`src/hw/dncnn_pkg.sv`:
```
package dncnn_pkg;

    localparam int IMG_W = 8;
    localparam int IMG_H = 8;
    localparam int PIX_W = 8;
    localparam int PSUM_W = 32;
    localparam int WORD_W = 32;
    localparam int ADDR_W = 16;
    localparam int WORDS_PER_ROW = 2;
    localparam int OUT_BASE = 16;
    localparam int K_SIZE = 3;
    localparam int QUANT_SHIFT = 16;
    localparam int ACT_MAX = 127;

    typedef enum logic [2:0] {
        IDLE,
        READ_WEIGHT,
        CALCULATE,
        QUANTIZE,
        WRITE_OUTPUT,
        FINISH
    } state_t;

    // ReLU, scale, shift and saturate one partial sum
    function automatic logic [PIX_W-1:0] requant(
        input logic signed [PSUM_W-1:0] sum,
        input logic signed [31:0]       scale
    );
        logic signed [2*PSUM_W-1:0] prod;
        logic signed [2*PSUM_W-1:0] shifted;
        prod = sum * scale;
        shifted = prod >>> QUANT_SHIFT;
        if (sum <= 0) begin
            return '0;
        end else if (shifted > ACT_MAX) begin
            return PIX_W'(ACT_MAX);
        end
        return shifted[PIX_W-1:0];
    endfunction

endpackage

```
`src/hw/act_window.sv`:
```
`timescale 1ns/1ps

module act_window import dncnn_pkg::*; (
    input  logic                    clk,
    input  logic                    load,
    input  logic                    pad,
    input  logic [WORD_W-1:0]       rdata0,
    input  logic [WORD_W-1:0]       rdata1,
    output logic signed [PIX_W-1:0] act0,
    output logic signed [PIX_W-1:0] act1,
    output logic signed [PIX_W-1:0] act2
);

    logic [WORDS_PER_ROW*WORD_W-1:0] row_bits;
    logic [(IMG_W+2)*PIX_W-1:0]      padded;
    logic [(IMG_W+2)*PIX_W-1:0]      win;

    // Even word holds the left half of the row
    assign row_bits = {rdata1, rdata0};

    // Zero pixel on each side, whole row zero above or below the image
    always_comb begin
        padded = '0;
        if (!pad) begin
            padded[(IMG_W+1)*PIX_W-1:PIX_W] = row_bits[IMG_W*PIX_W-1:0];
        end
    end

    // Lowest byte is the left neighbour of the current column
    always_ff @(posedge clk) begin
        if (load) begin
            win <= padded;
        end else begin
            win <= win >> PIX_W;
        end
    end

    assign act0 = $signed(win[PIX_W-1:0]);
    assign act1 = $signed(win[2*PIX_W-1:PIX_W]);
    assign act2 = $signed(win[3*PIX_W-1:2*PIX_W]);

endmodule

```
`config.mk`:
```
export PLATFORM = sky130hd
export DESIGN_NAME = act_window
export DESIGN_NICKNAME = d
export VERILOG_FILES = /design/src/hw/dncnn_pkg.sv /design/src/hw/act_window.sv
export SDC_FILE = /design/constraint.sdc
export NUM_CORES = 1
export LEC_CHECK = 0
export ABC_AREA = 1
export BUFFER_PORTS_ARGS = -buffer_cell sky130_fd_sc_hd__buf_2
export CAP_MARGIN = 10
export CORE_MARGIN = 5
export CORE_UTILIZATION = 40
export CTS_CLUSTER_DIAMETER = 150
export CTS_CLUSTER_SIZE = 12
export DETAILED_ROUTE_END_ITERATION = 8
export PLACE_DENSITY = 0.66
export SLEW_MARGIN = 20
export SYNTH_ARGS = -nofsm -noshare
export SYNTH_HDL_FRONTEND = slang
export SYNTH_SLANG_ARGS = --single-unit
```
`constraint.sdc`:
```
create_clock -name clk -period 0.8 [get_ports clk]
set_input_delay 0.04 -clock clk [delete_from_list [all_inputs] [get_ports clk]]
set_output_delay 0.04 -clock clk [all_outputs]
set_load 0.01 [all_outputs]
```
==> impl_metrics.env <==
export IMPL_clkTransAtPathRegs_ns=0.07
export IMPL_async_reset_ff_share_pct=0
export IMPL_pin_count=91
export IMPL_dieWidth_um=90.6
export IMPL_setup_violations=21
export IMPL_ys_flop_type="dfxtp_1"
export IMPL_row_count=29
export IMPL_synth_nets=385
export IMPL_cts_sinks=72
export IMPL_synth_edf_count=0
export IMPL_drc_errors=0
export IMPL_rsz0062_at_grt="true"
export IMPL_hpwl_mm=3.75
export IMPL_worst_hold_path_endpoint="win[12]"
export IMPL_tritoncts="built"
export IMPL_nFillCells=523
export IMPL_grt_max_degree=37
export IMPL_synthCells=318
export IMPL_drive_above_1_share_pct=29.8
export IMPL_overflow=0
export IMPL_skew_ns=0.00610
export IMPL_cp_max_fo=2
export IMPL_synth_distinct_cells=9
export IMPL_grt_pass1_wl_mm=10.9
export IMPL_drv_cap=0
export IMPL_top_regs="win: 72 flops"
export IMPL_required_ns=0.76
export IMPL_gp_congestion=0.773
export IMPL_seq_area_frac_synth_pct=55.4
export IMPL_path_buf_inv=1
export IMPL_synth_top_cell_area_share_pct=55.4
export IMPL_gr_usage_all_layers_pct=16.3
export IMPL_drt_iter0_markers=78
export IMPL_die_y_um=90.6
export IMPL_grt_pass1_vias=2334
export IMPL_power_mw=7.81
export IMPL_post_drt_wl_per_cell_um=12.0
export IMPL_ant_nets=0
export IMPL_finalCriticalPeriod_ns=0.824
export IMPL_power_leakage_nw=2.01
export IMPL_synth_area_leaders="dfxtp_1, nand2_1, nand3_1"
export IMPL_finalCritPeriodShare_pct=103
export IMPL_critPathMaxStageDelay_ns=0.33
export IMPL_avgSynthCellArea_um2=8.18
export IMPL_die_area_um2=8210
export IMPL_holdPathStages=4
export IMPL_p_per_area_nw_per_um2=1980
export IMPL_rr_startpoint="win[17]"
export IMPL_cp_start_kind="flop"
export IMPL_num_vias=2326
export IMPL_largest_reg_flops=72
export IMPL_final_nets=518
export IMPL_routed_wl_mm=6.41
export IMPL_setup_ws_ns=-0.0236
export IMPL_cp_depth=1
export IMPL_finalCoreUtilization_pct=62.0
export IMPL_hp_start="pad"
export IMPL_ys_top_cells_by_count="nand2_1, dfxtp_1, nand3_1"
export IMPL_worstPathArrival_ns=0.78
export IMPL_violations="setup timing"
export IMPL_yosysMostFrequentCell="nand2_1"
export IMPL_finalMaxSlewViolations=0
export IMPL_synthToLayoutAreaGrowth_pct=51.4
export IMPL_avgViaCountPerCell=4.36
export IMPL_start_util_pct=40.9
export IMPL_hp_class="in2reg"
export IMPL_worst_r2r_setup_slack_ns=0.14
export IMPL_firstDrtPassIters=4
export IMPL_fmax_mhz=1210
export IMPL_outcome="complete, but fails checks"
export IMPL_synth_area_um2=2600
export IMPL_antenna_found_initial=0
export IMPL_vdd_drop_max_mv=1.18
export IMPL_critPathTopFamily="flip-flops"
export IMPL_regMostFlops="win"
export IMPL_crit_path_end_kind="primary output"
export IMPL_cts_path_max_buffers=2
export IMPL_h_tree_depth=3
export IMPL_reg2regPathDepth=3
export IMPL_path_class="reg2out"
export IMPL_diodes=0
export IMPL_relSlewSlack_pct=80.3
export IMPL_clk_latency_ns=0.33
export IMPL_r2r_end="win[9]"
export IMPL_portBuffers=90
export IMPL_ys_ff_latch=72
export IMPL_core_um2=6350
export IMPL_cts_buffers=9
export IMPL_timing_final_hold_violations=0
export IMPL_yosysWarnings=0
export IMPL_synth_area_leader_cell="dfxtp_1"
export IMPL_root_buffer="clkbuf_8"
export IMPL_path_cells="buf_6"
export IMPL_critPathSlowestCell="dfxtp_2"
export IMPL_tightest_slew_ns=0.295
kinds of logic after synthesis:
kind of cell / after synthesis / synth area share (%)
simple gates: 185 / 29.4
buf+inv: 61 / 15.2
flops: 72 / 55.4
placed cells by master (no fill, tap or decap):
cell,instances
inv_1,16
clkinv_2,1
inv_6,1
dfxtp_1,54
bufinv_16,1
clkinv_4,2
clkbuf_1,1
inv_2,2
buf_2,72
nor2_1,16
dfxtp_2,18
nand3_1,56
clkbuf_8,9
buf_12,5
clkinvlp_4,1
dlygate4sd3_1,64
buf_6,18
nand2_1,113
buf_4,6
layer usage:
layer | share of wire [%] | global-route usage (%) | vias up
li1 | - | - | 1222
met1 | 43 | 19.6 | 1010
met2 | 49 | 26.6 | 83
met3 | 7.2 | 5.92 | 11
met4 | 1.4 | 5.96 | 0
met5 | 0 | 0 | -
tightest hold or removal path, delay by kind of cell:
kind,cells,cell delay [ns]
buf+inv,2,0.17
simple gates,2,0.12
stage by stage:
stage	hold slack (ns)	instance area, µm²	setup TNS [ns]	std cells	worst slack (ns)
after global routing	0.0565	3940	-1.19	533	-0.0874
after floorplan	0.152	2600	0	318	0.209
after global placement	0.255	2950	0	451	0.0591
final	0.0454	3940	-0.291	533	-0.0236
after CTS	0.0271	3910	-0.791	531	-0.0430
after detailed placement	0.263	2950	0	451	0.0282
layout make-up:
class | count | area [µm²] | area share (%)
Sequential cell | 72 | 1460 | 37.2
Timing Repair Buffer | 165 | 1350 | 34.3
Multi-Input combinational cell | 185 | 764 | 19.4
Clock buffer | 10 | 128 | 3.24
Tap cell | 77 | 96.3 | 2.45
Clock inverter | 6 | 68.8 | 1.75
Inverter | 18 | 67.6 | 1.72
worst max-delay path by stage:
stage | startpoint | endpoint
after global placement | pad | win[64]
after CTS | win[23] | act2[7]
after global routing | win[5] | act0[5]
final | win[11] | act1[3]
after floorplan | pad | win[33]
after detailed placement | pad | win[71]
power by group:
part / switching, mW / internal, mW
combinational: 0.447 / 0.635
clock: 1.33 / 1.46
sequential: 0.0914 / 3.85
what timing repair did:
action                                  in CTS  in global routing
hold endpoints to repair                    64                  0
resized for setup                           32                  4
hold buffers                                64                  0
setup buffers                                0                  2
pin swaps                                    0                  0
endpoints found under the setup margin      24                 24
Note: power is estimated with default switching activity, not from simulation.
