--- config.mk ---
export PLATFORM = sky130hd
export DESIGN_NAME = conv_ctrl
export DESIGN_NICKNAME = d
export VERILOG_FILES = /design/src/hw/dncnn_pkg.sv /design/src/hw/conv_ctrl.sv
export SDC_FILE = /design/constraint.sdc
export NUM_CORES = 1
export LEC_CHECK = 0
export BUFFER_PORTS_ARGS = -buffer_cell sky130_fd_sc_hd__buf_2
export CAP_MARGIN = 10
export CORE_MARGIN = 2
export CORE_UTILIZATION = 42
export DETAILED_ROUTE_END_ITERATION = 10
export HOLD_SLACK_MARGIN = 0.02
export PLACE_DENSITY = 0.67
export SYNTH_ARGS = -nofsm -noshare
export SYNTH_HDL_FRONTEND = slang
export SYNTH_SLANG_ARGS = --single-unit
--- constraint.sdc ---
create_clock -name clk -period 4.85 [get_ports clk]
set_input_delay 0.97 -clock clk [delete_from_list [all_inputs] [get_ports clk]]
set_output_delay 0.97 -clock clk [all_outputs]
set_load 0.05 [all_outputs]
--- src/hw/dncnn_pkg.sv ---
package dncnn_pkg;

    localparam int IMG_W = 8;
    localparam int IMG_H = 8;
    localparam int PIX_W = 8;
    localparam int PSUM_W = 32;
    localparam int WORD_W = 32;
    localparam int ADDR_W = 16;
    localparam int WORDS_PER_ROW = 2;
    localparam int OUT_BASE = 16;
    localparam int K_SIZE = 3;
    localparam int QUANT_SHIFT = 16;
    localparam int ACT_MAX = 127;

    typedef enum logic [2:0] {
        IDLE,
        READ_WEIGHT,
        CALCULATE,
        QUANTIZE,
        WRITE_OUTPUT,
        FINISH
    } state_t;

    // ReLU, scale, shift and saturate one partial sum
    function automatic logic [PIX_W-1:0] requant(
        input logic signed [PSUM_W-1:0] sum,
        input logic signed [31:0]       scale
    );
        logic signed [2*PSUM_W-1:0] prod;
        logic signed [2*PSUM_W-1:0] shifted;
        prod = sum * scale;
        shifted = prod >>> QUANT_SHIFT;
        if (sum <= 0) begin
            return '0;
        end else if (shifted > ACT_MAX) begin
            return PIX_W'(ACT_MAX);
        end
        return shifted[PIX_W-1:0];
    endfunction

endpackage

--- src/hw/conv_ctrl.sv ---
`timescale 1ns/1ps

module conv_ctrl import dncnn_pkg::*; (
    input  logic                     clk,
    input  logic                     rst_n,
    input  logic                     compute_start,
    input  logic [WORD_W-1:0]        sram_weight_rdata,
    output logic                     compute_finish,
    output logic [ADDR_W-1:0]        sram_weight_addr,
    output logic [ADDR_W-1:0]        sram_act_addr0,
    output logic [ADDR_W-1:0]        sram_act_addr1,
    output logic [WORD_W/8-1:0]      sram_act_wea0,
    output logic [WORD_W/8-1:0]      sram_act_wea1,
    output logic                     load,
    output logic                     pad,
    output logic                     cal_en,
    output logic                     acc_en,
    output logic [$clog2(IMG_W)-1:0] col,
    output logic                     quant_en,
    output logic                     clear,
    output logic [K_SIZE*PIX_W-1:0]  weight_row
);

    localparam int COL_W = $clog2(IMG_W);
    // Read, load, eight columns, then PE latency of three
    localparam int PASS_CYCLES = 13;
    localparam int LOAD_STEP = 1;
    localparam int CAL_FIRST = 2;
    localparam int ACC_FIRST = CAL_FIRST + 3;

    state_t                   state;
    logic [3:0]               step;
    logic [$clog2(IMG_H)-1:0] row;
    logic [1:0]               pass;
    logic [$clog2(IMG_H)-1:0] in_row;
    logic [ADDR_W-1:0]        rd_base;
    logic [ADDR_W-1:0]        wr_base;
    logic [K_SIZE*PIX_W-1:0]  weights [K_SIZE];

    always_ff @(posedge clk or negedge rst_n) begin
        if (!rst_n) begin
            state <= IDLE;
            step <= '0;
            row <= '0;
            pass <= '0;
        end else begin
            case (state)
                IDLE: begin
                    if (compute_start) begin
                        state <= READ_WEIGHT;
                        step <= '0;
                        row <= '0;
                        pass <= '0;
                    end
                end
                READ_WEIGHT: begin
                    if (step == 4'(K_SIZE)) begin
                        state <= CALCULATE;
                        step <= '0;
                    end else begin
                        step <= step + 4'd1;
                    end
                end
                CALCULATE: begin
                    if (step == 4'(PASS_CYCLES - 1)) begin
                        step <= '0;
                        if (pass == 2'(K_SIZE - 1)) begin
                            pass <= '0;
                            state <= QUANTIZE;
                        end else begin
                            pass <= pass + 2'd1;
                        end
                    end else begin
                        step <= step + 4'd1;
                    end
                end
                QUANTIZE: state <= WRITE_OUTPUT;
                WRITE_OUTPUT: begin
                    if (row == 3'(IMG_H - 1)) begin
                        state <= FINISH;
                    end else begin
                        row <= row + 3'd1;
                        state <= CALCULATE;
                    end
                end
                FINISH: state <= IDLE;
                default: state <= IDLE;
            endcase
        end
    end

    // Weight data lags its address by one step
    always_ff @(posedge clk) begin
        if (state == READ_WEIGHT && step != '0) begin
            weights[step[1:0] - 2'd1] <= sram_weight_rdata[K_SIZE*PIX_W-1:0];
        end
    end

    assign weight_row = weights[pass];
    assign sram_weight_addr = (state == READ_WEIGHT && step < 4'(K_SIZE)) ?
                              ADDR_W'(step) : '0;

    // Input row feeding this kernel row
    assign in_row = row + 3'(pass) - 3'd1;
    assign pad = (pass == 2'd0 && row == '0) || (pass == 2'(K_SIZE - 1) && row == 3'(IMG_H - 1));
    assign rd_base = ADDR_W'(WORDS_PER_ROW * in_row);
    assign wr_base = ADDR_W'(OUT_BASE + WORDS_PER_ROW * row);

    always_comb begin
        sram_act_addr0 = '0;
        sram_act_addr1 = '0;
        if (state == CALCULATE && !pad) begin
            sram_act_addr0 = rd_base;
            sram_act_addr1 = rd_base + ADDR_W'(1);
        end else if (state == WRITE_OUTPUT) begin
            sram_act_addr0 = wr_base;
            sram_act_addr1 = wr_base + ADDR_W'(1);
        end
    end

    assign sram_act_wea0 = {(WORD_W/8){state == WRITE_OUTPUT}};
    assign sram_act_wea1 = {(WORD_W/8){state == WRITE_OUTPUT}};

    assign load = (state == CALCULATE) && (step == 4'(LOAD_STEP));
    assign cal_en = (state == CALCULATE) && (step >= 4'(CAL_FIRST)) &&
                    (step < 4'(CAL_FIRST + IMG_W));
    assign acc_en = (state == CALCULATE) && (step >= 4'(ACC_FIRST)) &&
                    (step < 4'(ACC_FIRST + IMG_W));
    assign col = COL_W'(step - 4'(ACC_FIRST));
    assign quant_en = (state == QUANTIZE);
    assign clear = (state == WRITE_OUTPUT);
    assign compute_finish = (state == FINISH);

endmodule

==> impl_results.md <==
* Status: finished, final reports clean
* Boundary pin count at 125
* Area Overhead vs Synth at 12.1%
* Post-synthesis mux area share at 6.36%
* Vias in the first global route at between 2000 and 2500
* Final Max Tran Viols at 0
* Skew-Pair Late Insertion Delay at between 0.3 and 0.4 ns
* WHS at between 0.4 and 0.5 ns
* WS Path Type: flip-flop to output pin
* Vias/cell at roughly 4.6
* Switching component of the power at about 1.6 mW
* # fillers at roughly 900
* Hold Buf Count CTS at 0
* Max Buffers Root-to-Sink at 2
* Fin util at 47.8%
* DRT antenna net count at 0
* Drt drc at 0
* Maximum clock frequency at around 300 MHz
* Setup violations, final at 0
* Reg clk slew, reported paths at ~0.09 ns
* Largest family of logic cells by synthesized area: buffers and inverters
* Reg2reg setup slack at between 2 and 3 ns
* Seq/Total Area, Yosys at ~60%
* CP startpoint kind: flip-flop
* Layout Nets at approximately 440
* Row cnt at 36
* Post-Route WL at 7040 µm
* Synth Cell Area at between 4000 and 5000 µm²
* Reg2Reg Launch Point: state[0]
* Synthesized instance count at about 330
* CTS H-tree lvls at 3
* Post-synthesis compound-gate area fraction at 7.85%
* GRT Util Overall at roughly 14%
* Worst Tran Pin Value at a little over 0.5 ns
* Sink Count at 84
* Max-Slew Margin vs Limit at between 60 and 70%
* WP data arrival at ~2.3 ns
* RSZ-0062 raised after global routing: no
* Placed cells at approximately 520
* Antenna violations before repair at 0
* DR WL/cell at 13.2 µm
* PostCTS Resize Cnt at 0
* Min Tclk post-route at about 3.3 ns
* Synthesis-stage register bit count at 84
* Setup TNS at 0 ns
* Setup Skew at about 0.009 ns
* Number of inserted diodes at 0
* Starting DRT DRC Count at 78
* Routed via count at roughly 2500
* Gate power share at a little over half
* Worst reg-to-reg path cell count at 4
* Critical path required time at approximately 3.9 ns
* DIE HEIGHT at roughly 100 µm
* Share of cells above drive strength 1 at 26.7%
* Area of the die at about 11000 µm²
* DIE WIDTH at roughly 100 µm
* Seq pwr share at roughly 28%
* Final cell count without fillers at approximately 530
* Power density over the cells at roughly 700 nW/µm²
* Initial core utilization at between 40% and 50%
* FF-to-FF End: weights[2][19]
* Fin. Hold Viols at 0
* Worst-path maximum fanout at 5
* Maximum vdd ir drop at roughly 530 µV
* CTS Root Cell: clkbuf_8
* Leak pwr at 1.96 nW
* Adder-cell share of the synthesized area at 3.96%
* Sw frac at between 50 and 60%
* First-pass GRT wire length at roughly 11000 µm
* Tcrit/Tclk final at 67.8%
* Synth warn at 0
* CORE AREA at 9640 µm²
* Synth Area in XOR/XNOR at less than 1%
* TritonCTS clock tree: yes
* CTS Buf Count at 9
* Detailed placement HPWL at between 4000 and 5000 µm
* Power Internal at ~1.6 mW
* Maxcap violations at 0
* Syn_area_per_cell at around 13 µm²
* Pin count of the biggest net entering global routing at 53
* Gpl congestion at 0.762
* Remaining global-route overflow at 0
* Post-CTS Setup Repair Bufs at 0
* Kind of end point of the critical path: output pin
* Count of cell types in the netlist at 47
* Worst hold path type: primary input to async pin
* Post-synthesis simple-gate area fraction at under 10%
* IO Port Bufs at 79
* DR pass1 iterations at 4
* Clk pwr share at roughly 17%
[metrics by stage]
step                      setup WS [ns]  total power, mW  area [µm²]
after floorplan                    1.02             2.41        4250
after CTS                          1.50             3.24        4610
after global placement             1.94             2.67        4390
after detailed placement           1.90             2.69        4390
after global routing               1.36             3.41        4610
final                              1.56             3.21        4610
[worst max path at each step]
stage,from,to,slack (ns),depth (start not counted)
after CTS,pass[1],sram_act_addr0[3],1.50,6
final,row[0],sram_act_addr0[3],1.56,7
after global placement,pass[1],sram_act_addr0[3],1.94,6
after floorplan,row[0],sram_act_addr1[3],1.02,7
after detailed placement,pass[1],sram_act_addr0[3],1.90,6
after global routing,pass[1],sram_act_addr0[3],1.36,6
[routing by layer]
metal | share of wire (%) | global-route usage, % | routed length (µm)
met5 | 0 | 0 | 0
met2 | 49 | 24.0 | 3450
met4 | 0.67 | 4.96 | 47
met1 | 42 | 15.8 | 2940
met3 | 8.5 | 5.56 | 599
[flip-flops by register name (all words and copies together) (netlist names)]
signal and cells:
state 3, step 4, pass 2, row 3, weights 72
[layout by cell type (no fill, tap or decap), drive strengths merged, types with 2 or more instances in the layout]
| cell | instances |
|---|---|
| a21oi | 7 |
| nand2b | 3 |
| clkinvlp | 2 |
| a31o | 3 |
| ha | 13 |
| edfxtp | 72 |
| and2 | 3 |
| buf | 84 |
| o21ai | 27 |
| conb | 37 |
| clkbuf | 10 |
| nor3b | 2 |
| inv | 15 |
| xnor2 | 3 |
| nor2b | 3 |
| mux2i | 25 |
| or4 | 2 |
| a22o | 2 |
| bufinv | 2 |
| nor2 | 9 |
| nand3 | 3 |
| and3 | 4 |
| nand2 | 36 |
| dfrtp | 12 |
| or3b | 3 |
| o22ai | 2 |
[critical path, cell delays in order, from the launching register on]
cell	delay, ns
dfrtp_1	0.41
ha_1	0.21
ha_1	0.24
nand2_1	0.09
a21oi_1	0.09
or4_1	0.53
o211ai_1	0.12
buf_2	0.30
[cells by family after synthesis]
family / Yosys count
other cells: 1
mux: 26
xor+xnor: 3
compound gates: 52
simple gates: 73
fa+ha+maj: 13
buf+inv: 76
flops: 84
[cell type report]
type                    count  area, µm²  area share [%]
clock buffers              10        128            2.77
flip-flops and latches     84       2460            53.4
repair buffers             84        433            9.39
inverters                  13       48.8            1.06
well taps                 133        166            3.61
clock inverters             6       95.1            2.06
multi-input cells         204       1280            27.7
[power by group through the flow]
| stage | registers (mW) | logic [mW] | clock network [mW] |
|---|---|---|---|
| CTS | 0.908 | 1.77 | 0.563 |
| global placement | 0.923 | 1.75 | 0 |
| global route | 0.922 | 1.90 | 0.588 |
| floorplan | 0.877 | 1.53 | 0 |
| detailed placement | 0.925 | 1.77 | 0 |
| finish | 0.909 | 1.75 | 0.545 |
[synth_stat cells (all sizes together)]
cell / number / area share, %
nand2: 36 / 3.3
nor2b: 3 / 0.46
a211oi: 1 / 0.18
nand3b: 1 / 0.18
inv: 13 / 1.2
ha: 13 / 4.0
o22ai: 2 / 0.30
o31ai: 1 / 0.18
nor3b: 2 / 0.49
nand3: 3 / 0.37
dfrtp: 12 / 7.3
o221ai: 1 / 0.21
a211o: 1 / 0.21
nand2b: 3 / 0.46
and3: 4 / 0.61
o211ai: 1 / 0.18
mux2: 1 / 0.27
or4: 2 / 0.37
a2111o: 1 / 0.27
buf: 57 / 10
nor2: 9 / 0.88
edfxtp: 72 / 53
mux2i: 25 / 6.1
o21ai: 27 / 3.3
a21oi: 7 / 0.85
or2: 1 / 0.15
a41oi: 1 / 0.21
nor3: 1 / 0.12
or3b: 3 / 0.64
clkbuf: 6 / 0.79
a31oi: 1 / 0.15
o2bb2ai: 1 / 0.37
a22o: 2 / 0.43
conb: 1 / 0.091
nand4b: 1 / 0.21
a31o: 3 / 0.64
and3b: 1 / 0.21
a21boi: 1 / 0.18
and2: 3 / 0.46
xnor2: 3 / 0.64
a21o: 1 / 0.18
Note: power is estimated with default switching activity, not from simulation.
