==> src/hw/dncnn_pkg.sv <==
package dncnn_pkg;

    localparam int IMG_W = 8;
    localparam int IMG_H = 8;
    localparam int PIX_W = 8;
    localparam int PSUM_W = 32;
    localparam int WORD_W = 32;
    localparam int ADDR_W = 16;
    localparam int WORDS_PER_ROW = 2;
    localparam int OUT_BASE = 16;
    localparam int K_SIZE = 3;
    localparam int QUANT_SHIFT = 16;
    localparam int ACT_MAX = 127;

    typedef enum logic [2:0] {
        IDLE,
        READ_WEIGHT,
        CALCULATE,
        QUANTIZE,
        WRITE_OUTPUT,
        FINISH
    } state_t;

    // ReLU, scale, shift and saturate one partial sum
    function automatic logic [PIX_W-1:0] requant(
        input logic signed [PSUM_W-1:0] sum,
        input logic signed [31:0]       scale
    );
        logic signed [2*PSUM_W-1:0] prod;
        logic signed [2*PSUM_W-1:0] shifted;
        prod = sum * scale;
        shifted = prod >>> QUANT_SHIFT;
        if (sum <= 0) begin
            return '0;
        end else if (shifted > ACT_MAX) begin
            return PIX_W'(ACT_MAX);
        end
        return shifted[PIX_W-1:0];
    endfunction

endpackage

==> src/hw/pe.sv <==
`timescale 1ns/1ps

module pe import dncnn_pkg::*; (
    input  logic                     clk,
    input  logic                     rst_n,
    input  logic                     cal_en,
    input  logic signed [PIX_W-1:0]  act0,
    input  logic signed [PIX_W-1:0]  act1,
    input  logic signed [PIX_W-1:0]  act2,
    input  logic [K_SIZE*PIX_W-1:0]  weight_row,
    output logic signed [PSUM_W-1:0] psum
);

    logic signed [2*PIX_W-1:0] prod0;
    logic signed [2*PIX_W-1:0] prod1;
    logic signed [2*PIX_W-1:0] prod2;
    logic signed [2*PIX_W+1:0] sum;
    logic                      prod_vld;
    logic                      sum_vld;

    always_ff @(posedge clk or negedge rst_n) begin
        if (!rst_n) begin
            prod_vld <= 1'b0;
            sum_vld <= 1'b0;
        end else begin
            prod_vld <= cal_en;
            sum_vld <= prod_vld;
        end
    end

    always_ff @(posedge clk) begin
        if (cal_en) begin
            prod0 <= act0 * $signed(weight_row[PIX_W-1:0]);
            prod1 <= act1 * $signed(weight_row[2*PIX_W-1:PIX_W]);
            prod2 <= act2 * $signed(weight_row[3*PIX_W-1:2*PIX_W]);
        end
        if (prod_vld) begin
            sum <= prod0 + prod1 + prod2;
        end
        if (sum_vld) begin
            psum <= PSUM_W'(sum);
        end
    end

endmodule

==> config.mk <==
export PLATFORM = sky130hd
export DESIGN_NAME = pe
export DESIGN_NICKNAME = d
export VERILOG_FILES = /design/src/hw/dncnn_pkg.sv /design/src/hw/pe.sv
export SDC_FILE = /design/constraint.sdc
export NUM_CORES = 1
export LEC_CHECK = 0
export BUFFER_PORTS_ARGS = -buffer_cell sky130_fd_sc_hd__buf_2
export CAP_MARGIN = 25
export CORE_MARGIN = 1.5
export CORE_UTILIZATION = 40
export DETAILED_ROUTE_END_ITERATION = 16
export GPL_TIMING_DRIVEN = 1
export SLEW_MARGIN = 20
export SYNTH_ARGS = -nofsm -noshare
export SYNTH_HDL_FRONTEND = slang
export SYNTH_SLANG_ARGS = --single-unit
==> constraint.sdc <==
create_clock -name clk -period 3.3 [get_ports clk]
set_input_delay 0.825 -clock clk [delete_from_list [all_inputs] [get_ports clk]]
set_output_delay 0.825 -clock clk [all_outputs]
set_load 0.005 [all_outputs]
==> flow_summary.html <==
<table>
<tr><th>Metric</th><th>Value</th></tr>
<tr><th colspan="2">Critical path</th></tr>
<tr><td>Cells along the critical path</td><td>buf_6 -&gt; and2_4 -&gt; fa_1 -&gt; inv_1 -&gt; fa_1 -&gt; inv_2 -&gt; fa_1 -&gt; inv_2 -&gt; fa_1 -&gt; inv_2 -&gt; ha_4 -&gt; buf_4 -&gt; buf_6 -&gt; nand4_1 -&gt; nand2_2 -&gt; a31oi_4 -&gt; nor2b_4 -&gt; xnor2_1</td></tr>
<tr><td>Number of buffer and inverter stages on the critical path</td><td>7</td></tr>
<tr><td>Start of the worst register-to-register path</td><td>prod2[1]$_DFFE_PP_</td></tr>
<tr><td>Crit path top cell by count</td><td>sky130_fd_sc_hd__fa_1</td></tr>
<tr><td>Worst path required time</td><td>3380 ps</td></tr>
<tr><td>Classification of the worst setup path</td><td>input port to flop</td></tr>
<tr><td>Worst endpoint data arrival time</td><td>4490 ps</td></tr>
<tr><td>Cell with the largest stage delay on the worst path</td><td>sky130_fd_sc_hd__fa_1</td></tr>
<tr><td>Worst reg2reg setup slack</td><td>320 ps</td></tr>
<tr><td>Worst Reg2Reg Path Length in Cells</td><td>10</td></tr>
<tr><td>End of the worst register-to-register path</td><td>sum[17]$_DFFE_PP_</td></tr>
<tr><td>Startpoint class of the critical path</td><td>input port</td></tr>
<tr><td>Critical Path End Type</td><td>flop</td></tr>
<tr><td>CP top delay family</td><td>adder cells</td></tr>
<tr><td>Largest incremental delay on the critical path</td><td>~550 ps</td></tr>
<tr><td>CP Max Fanout</td><td>3</td></tr>
<tr><th colspan="2">GRT</th></tr>
<tr><td>Pin count of the biggest net entering global routing</td><td>29</td></tr>
<tr><td>Vias in the first global route</td><td>between 8k and 9k</td></tr>
<tr><td>Global-route total usage across every layer</td><td>15.6%</td></tr>
<tr><td>Wire length of the first global-routing pass</td><td>36,800 um</td></tr>
<tr><td>Total overflow reported by the global router</td><td>0</td></tr>
<tr><td>Number of antenna violations at the first check in global routing</td><td>1</td></tr>
<tr><th colspan="2">Pwr</th></tr>
<tr><td>Portion of total power attributed to sequential cells</td><td>17.4%</td></tr>
<tr><td>Net Switching</td><td>5870 uW</td></tr>
<tr><td>Pwr per Cell Area</td><td>952 nW/um^2</td></tr>
<tr><td>Cell-internal power</td><td>8010 uW</td></tr>
<tr><td>Overall power of the completed layout</td><td>13,900 uW</td></tr>
<tr><td>Proportion of power drawn by the clock network</td><td>under 10%</td></tr>
<tr><td>Sw Share</td><td>42.3%</td></tr>
<tr><td>Leakage Power</td><td>0.00678 uW</td></tr>
<tr><td>Combinational fraction of design power</td><td>75.3%</td></tr>
<tr><td>Worst vdd ir</td><td>611 uV</td></tr>
<tr><th colspan="2">Routing</th></tr>
<tr><td>Final wirelength</td><td>20,900 um</td></tr>
<tr><td>1st-iter DRT viols</td><td>247</td></tr>
<tr><td>Total via count after detailed routing</td><td>7,583</td></tr>
<tr><td>Via-to-Cell Ratio</td><td>~4.5</td></tr>
<tr><td>Post-route DRC violation count</td><td>0</td></tr>
<tr><td>DRT antenna net count</td><td>0</td></tr>
<tr><td>Routed length per placed instance</td><td>12.4 um</td></tr>
<tr><td>Number of iterations in the first detailed-routing pass</td><td>4</td></tr>
<tr><th colspan="2">Finish</th></tr>
<tr><td>Growth of design area from synthesis to finish</td><td>29.5%</td></tr>
<tr><td>Antenna cells</td><td>0</td></tr>
<tr><td>Final cell count without fillers</td><td>1,691</td></tr>
<tr><td>Post-layout net count</td><td>1,644</td></tr>
<tr><td>Share of final-layout standard cells stronger than drive strength 1</td><td>33.7%</td></tr>
<tr><td>Post-layout instance area</td><td>14,600 sq um</td></tr>
<tr><td>Footprint of the multi-input gates</td><td>8320 sq um</td></tr>
<tr><td>Count of filler cells inserted in the layout</td><td>2,455</td></tr>
<tr><td>Sequential cell area</td><td>between 2000 and 3000 sq um</td></tr>
<tr><th colspan="2">Synthesis</th></tr>
<tr><td>Fraction of the mapped netlist area in adder cells</td><td>43.8%</td></tr>
<tr><td>Top FF cell, synth</td><td>sky130_fd_sc_hd__edfxtp_1</td></tr>
<tr><td>Multiplexer fraction of the synthesized cell area</td><td>0.389%</td></tr>
<tr><td>#FFs+latches synth</td><td>86</td></tr>
<tr><td>Part of the Yosys area used for sequential elements</td><td>22.9%</td></tr>
<tr><td>XOR/XNOR share of the synthesized area</td><td>under 10%</td></tr>
<tr><td>Leading cell type by number of instances after synthesis</td><td>sky130_fd_sc_hd__inv_1</td></tr>
<tr><td>Post-synthesis instance area</td><td>roughly 11,000 sq um</td></tr>
<tr><td>Share of the synthesized area in the top cell type</td><td>about a third</td></tr>
<tr><td>Syn. warnings</td><td>0</td></tr>
<tr><td>Post-synth net total</td><td>between 1k and 1.5k</td></tr>
<tr><td>Proportion of register bits with asynchronous set or reset after synthesis</td><td>2.33%</td></tr>
<tr><td>Synth Area in Compound Gates</td><td>5.78%</td></tr>
<tr><td>Mapped Avg Cell Area</td><td>10.6 sq um</td></tr>
<tr><td>Area contributors post-synth</td><td>sky130_fd_sc_hd__fa_1 32%, sky130_fd_sc_hd__edfxtp_1 22%, sky130_fd_sc_hd__ha_1 11%, sky130_fd_sc_hd__inv_1 8.3%, sky130_fd_sc_hd__and2_1 7.2%</td></tr>
<tr><td>Top cells by count, synth</td><td>250 x sky130_fd_sc_hd__inv_1, 182 x sky130_fd_sc_hd__fa_1, 129 x sky130_fd_sc_hd__and2_1</td></tr>
<tr><td>Number of flops mapped to enable cells by yosys</td><td>between 80 and 90</td></tr>
<tr><td>Largest family of logic cells by synthesized area</td><td>adder cells</td></tr>
<tr><td>Simple-gate share of the synthesized area</td><td>13.1%</td></tr>
<tr><td>Post-synth cell types</td><td>48</td></tr>
<tr><td>Post-synth top area cell</td><td>sky130_fd_sc_hd__fa_1</td></tr>
<tr><td>Mapped Cells</td><td>1,059</td></tr>
<tr><th colspan="2">Place</th></tr>
<tr><td>Cell Count Post-Placement</td><td>~1.7k</td></tr>
<tr><td>Global placement routability congestion</td><td>around 0.83</td></tr>
<tr><td>Cell area after placement</td><td>approximately 14,000 sq um</td></tr>
<tr><td>Number of buffers added on ports</td><td>82</td></tr>
<tr><td>DP Wirelength</td><td>18,200 um</td></tr>
<tr><th colspan="2">Run status</th></tr>
<tr><td>Status</td><td>finished, violations left</td></tr>
<tr><td>Violations in the final reports</td><td>setup timing</td></tr>
<tr><th colspan="2">Die</th></tr>
<tr><td>Die Area</td><td>29,200 sq um</td></tr>
<tr><td>Placeable core region</td><td>27,700 sq um</td></tr>
<tr><td>Initial standard-cell utilization of the core</td><td>40.6%</td></tr>
<tr><td>Width of the die</td><td>171 um</td></tr>
<tr><td>Number of placement rows</td><td>61</td></tr>
<tr><td>Height of the chip</td><td>between 150 and 200 um</td></tr>
<tr><td>Total I/O pin count</td><td>83</td></tr>
<tr><th colspan="2">Flow run</th></tr>
<tr><td>MaxCap Viol Count</td><td>0</td></tr>
<tr><th colspan="2">Clocking</th></tr>
<tr><td>CTS tree</td><td>yes</td></tr>
<tr><td># hold bufs at CTS</td><td>0</td></tr>
<tr><td>Clock transition at the registers of the reported paths</td><td>60 ps</td></tr>
<tr><td>Maximum clock insertion buffer count</td><td>2</td></tr>
<tr><td>Clock root buffer master</td><td>sky130_fd_sc_hd__clkbuf_16</td></tr>
<tr><td>H-tree depth reported by CTS</td><td>3</td></tr>
<tr><td>Cts bufs inserted</td><td>9</td></tr>
<tr><td>CTS sink count</td><td>86</td></tr>
<tr><td>Clock network latency to the later pin of the worst-skew pair</td><td>roughly 330 ps</td></tr>
<tr><th colspan="2">Timing</th></tr>
<tr><td>Worst slack on hold paths</td><td>around 270 ps</td></tr>
<tr><td>Min setup slack post-route</td><td>-1110 ps</td></tr>
<tr><td>Slew at the pin closest to its max-slew limit</td><td>~660 ps</td></tr>
<tr><td>Final hold violations</td><td>0</td></tr>
<tr><td>Slew Viols, Final</td><td>0</td></tr>
<tr><td>Count of endpoints failing setup in the final report</td><td>33</td></tr>
<tr><td>Post-Route Skew</td><td>around 7.5 ps</td></tr>
<tr><td>Shortest period the worst path allows</td><td>4410 ps</td></tr>
<tr><td>Highest clock frequency the design can meet</td><td>0.227 GHz</td></tr>
<tr><td>Total negative slack for setup checks</td><td>-24,380 ps</td></tr>
<tr><td>Post-route fraction of the period consumed by the critical path</td><td>134%</td></tr>
<tr><td>Relative slew slack</td><td>55.8%</td></tr>
<tr><td>Unrepaired setup endpoints after global routing</td><td>yes</td></tr>
<tr><th colspan="2">Worst hold path</th></tr>
<tr><td>Worst min path class</td><td>input port to asynchronous set/reset pin</td></tr>
</table>
-- cell usage in the layout (no fill, tap or decap), types with 5 or more instances in the layout --
cell type,Yosys,layout
sky130_fd_sc_hd__a21o_1,8,8
sky130_fd_sc_hd__a21oi_1,32,22
sky130_fd_sc_hd__a21oi_2,0,9
sky130_fd_sc_hd__a31oi_1,8,5
sky130_fd_sc_hd__and2_1,129,88
sky130_fd_sc_hd__and2_4,0,41
sky130_fd_sc_hd__buf_2,0,57
sky130_fd_sc_hd__buf_4,14,149
sky130_fd_sc_hd__buf_6,1,39
sky130_fd_sc_hd__buf_8,0,5
sky130_fd_sc_hd__clkbuf_16,0,9
sky130_fd_sc_hd__edfxtp_1,84,84
sky130_fd_sc_hd__fa_1,182,166
sky130_fd_sc_hd__fa_2,0,16
sky130_fd_sc_hd__ha_1,103,74
sky130_fd_sc_hd__ha_2,0,6
sky130_fd_sc_hd__ha_4,0,23
sky130_fd_sc_hd__inv_1,250,217
sky130_fd_sc_hd__inv_2,0,32
sky130_fd_sc_hd__nand2_1,54,49
sky130_fd_sc_hd__nand2b_1,10,9
sky130_fd_sc_hd__nand4_1,5,5
sky130_fd_sc_hd__nor2_1,18,14
sky130_fd_sc_hd__nor2b_1,25,23
sky130_fd_sc_hd__nor3_1,8,8
sky130_fd_sc_hd__o21a_1,8,8
sky130_fd_sc_hd__o21ai_0,16,7
sky130_fd_sc_hd__o21ai_2,0,7
sky130_fd_sc_hd__xnor2_1,54,50
sky130_fd_sc_hd__xor2_1,6,5
-- kinds of logic (layout without fill, tap and decap cells) --
group | after synthesis | after routing
AOI/OAI and AO/OA | 95 | 95
and+or+nand+nor | 264 | 264
buffers and inverters | 265 | 519
xor gates and xnor gates | 60 | 60
DFF | 86 | 86
muxes | 4 | 4
adders and majority gates | 285 | 285
-- timing repair --
item	in CTS	in global routing
buffers inserted	13	3
endpoints found under the setup margin	33	33
pin swaps	57	27
resized for setup	127	56
-- worst reg2reg max path: stages (launching register included) --
cell                        delay (ps)
sky130_fd_sc_hd__edfxtp_1          460
sky130_fd_sc_hd__fa_1              520
sky130_fd_sc_hd__ha_1              190
sky130_fd_sc_hd__inv_1              70
sky130_fd_sc_hd__fa_1              490
sky130_fd_sc_hd__nor2b_4           140
sky130_fd_sc_hd__o21a_4            140
sky130_fd_sc_hd__o21ai_4            70
sky130_fd_sc_hd__a31oi_4           250
sky130_fd_sc_hd__a2111oi_2         100
sky130_fd_sc_hd__a211o_1           290
-- worst max-delay path by stage --
stage                                     end  depth (start not counted)  slack, ps            from
after floorplan           prod2[14]$_DFFE_PP_                         16      -1210  weight_row[20]
after global placement    prod2[14]$_DFFE_PP_                         17      -1430  weight_row[20]
after detailed placement  prod2[14]$_DFFE_PP_                         17      -1520  weight_row[20]
after CTS                 prod2[14]$_DFFE_PP_                         17      -1120  weight_row[20]
after global routing      prod2[14]$_DFFE_PP_                         17      -1280  weight_row[19]
final                     prod2[13]$_DFFE_PP_                         18      -1110  weight_row[20]
-- metal layers --
layer	up-vias	part of all wire (%)	track usage, %
li1	3789	-	-
met1	3682	47	21.7
met2	98	49	26.6
met3	14	2.6	1.80
met4	0	0.86	2.73
met5	-	0	0
-- area by class of cell --
type	instances	share of cell area (%)
sequential	86	17.6
inverter	250	6.45
timing repair buffer	253	13.5
multi-input combinational	708	57.1
tap	378	3.24
clock inverter	7	0.558
clock buffer	9	1.54
-- registers in the layout, summed over array words and instances (netlist names) --
signal / count
psum: 18
sum: 18
prod0: 16
prod1: 16
prod2: 16
prod_vld: 1
sum_vld: 1
-- metrics by stage --
step	utilization (%)	setup slack, ps
after floorplan	-	-1210
after global placement	48.8	-1430
after detailed placement	48.8	-1520
after CTS	51.9	-1120
after global routing	52.6	-1280
final	52.6	-1110
-- power groups by stage --
stage / combinational [uW] / clock [uW] / sequential [uW]
after floorplan: 7050 / 0 / 2390
after global placement: 9460 / 0 / 2450
after detailed placement: 9650 / 0 / 2450
after CTS: 10300 / 1040 / 2430
after global routing: 11900 / 1080 / 2480
final: 10500 / 1010 / 2420
(Power assumes the default switching activity.)
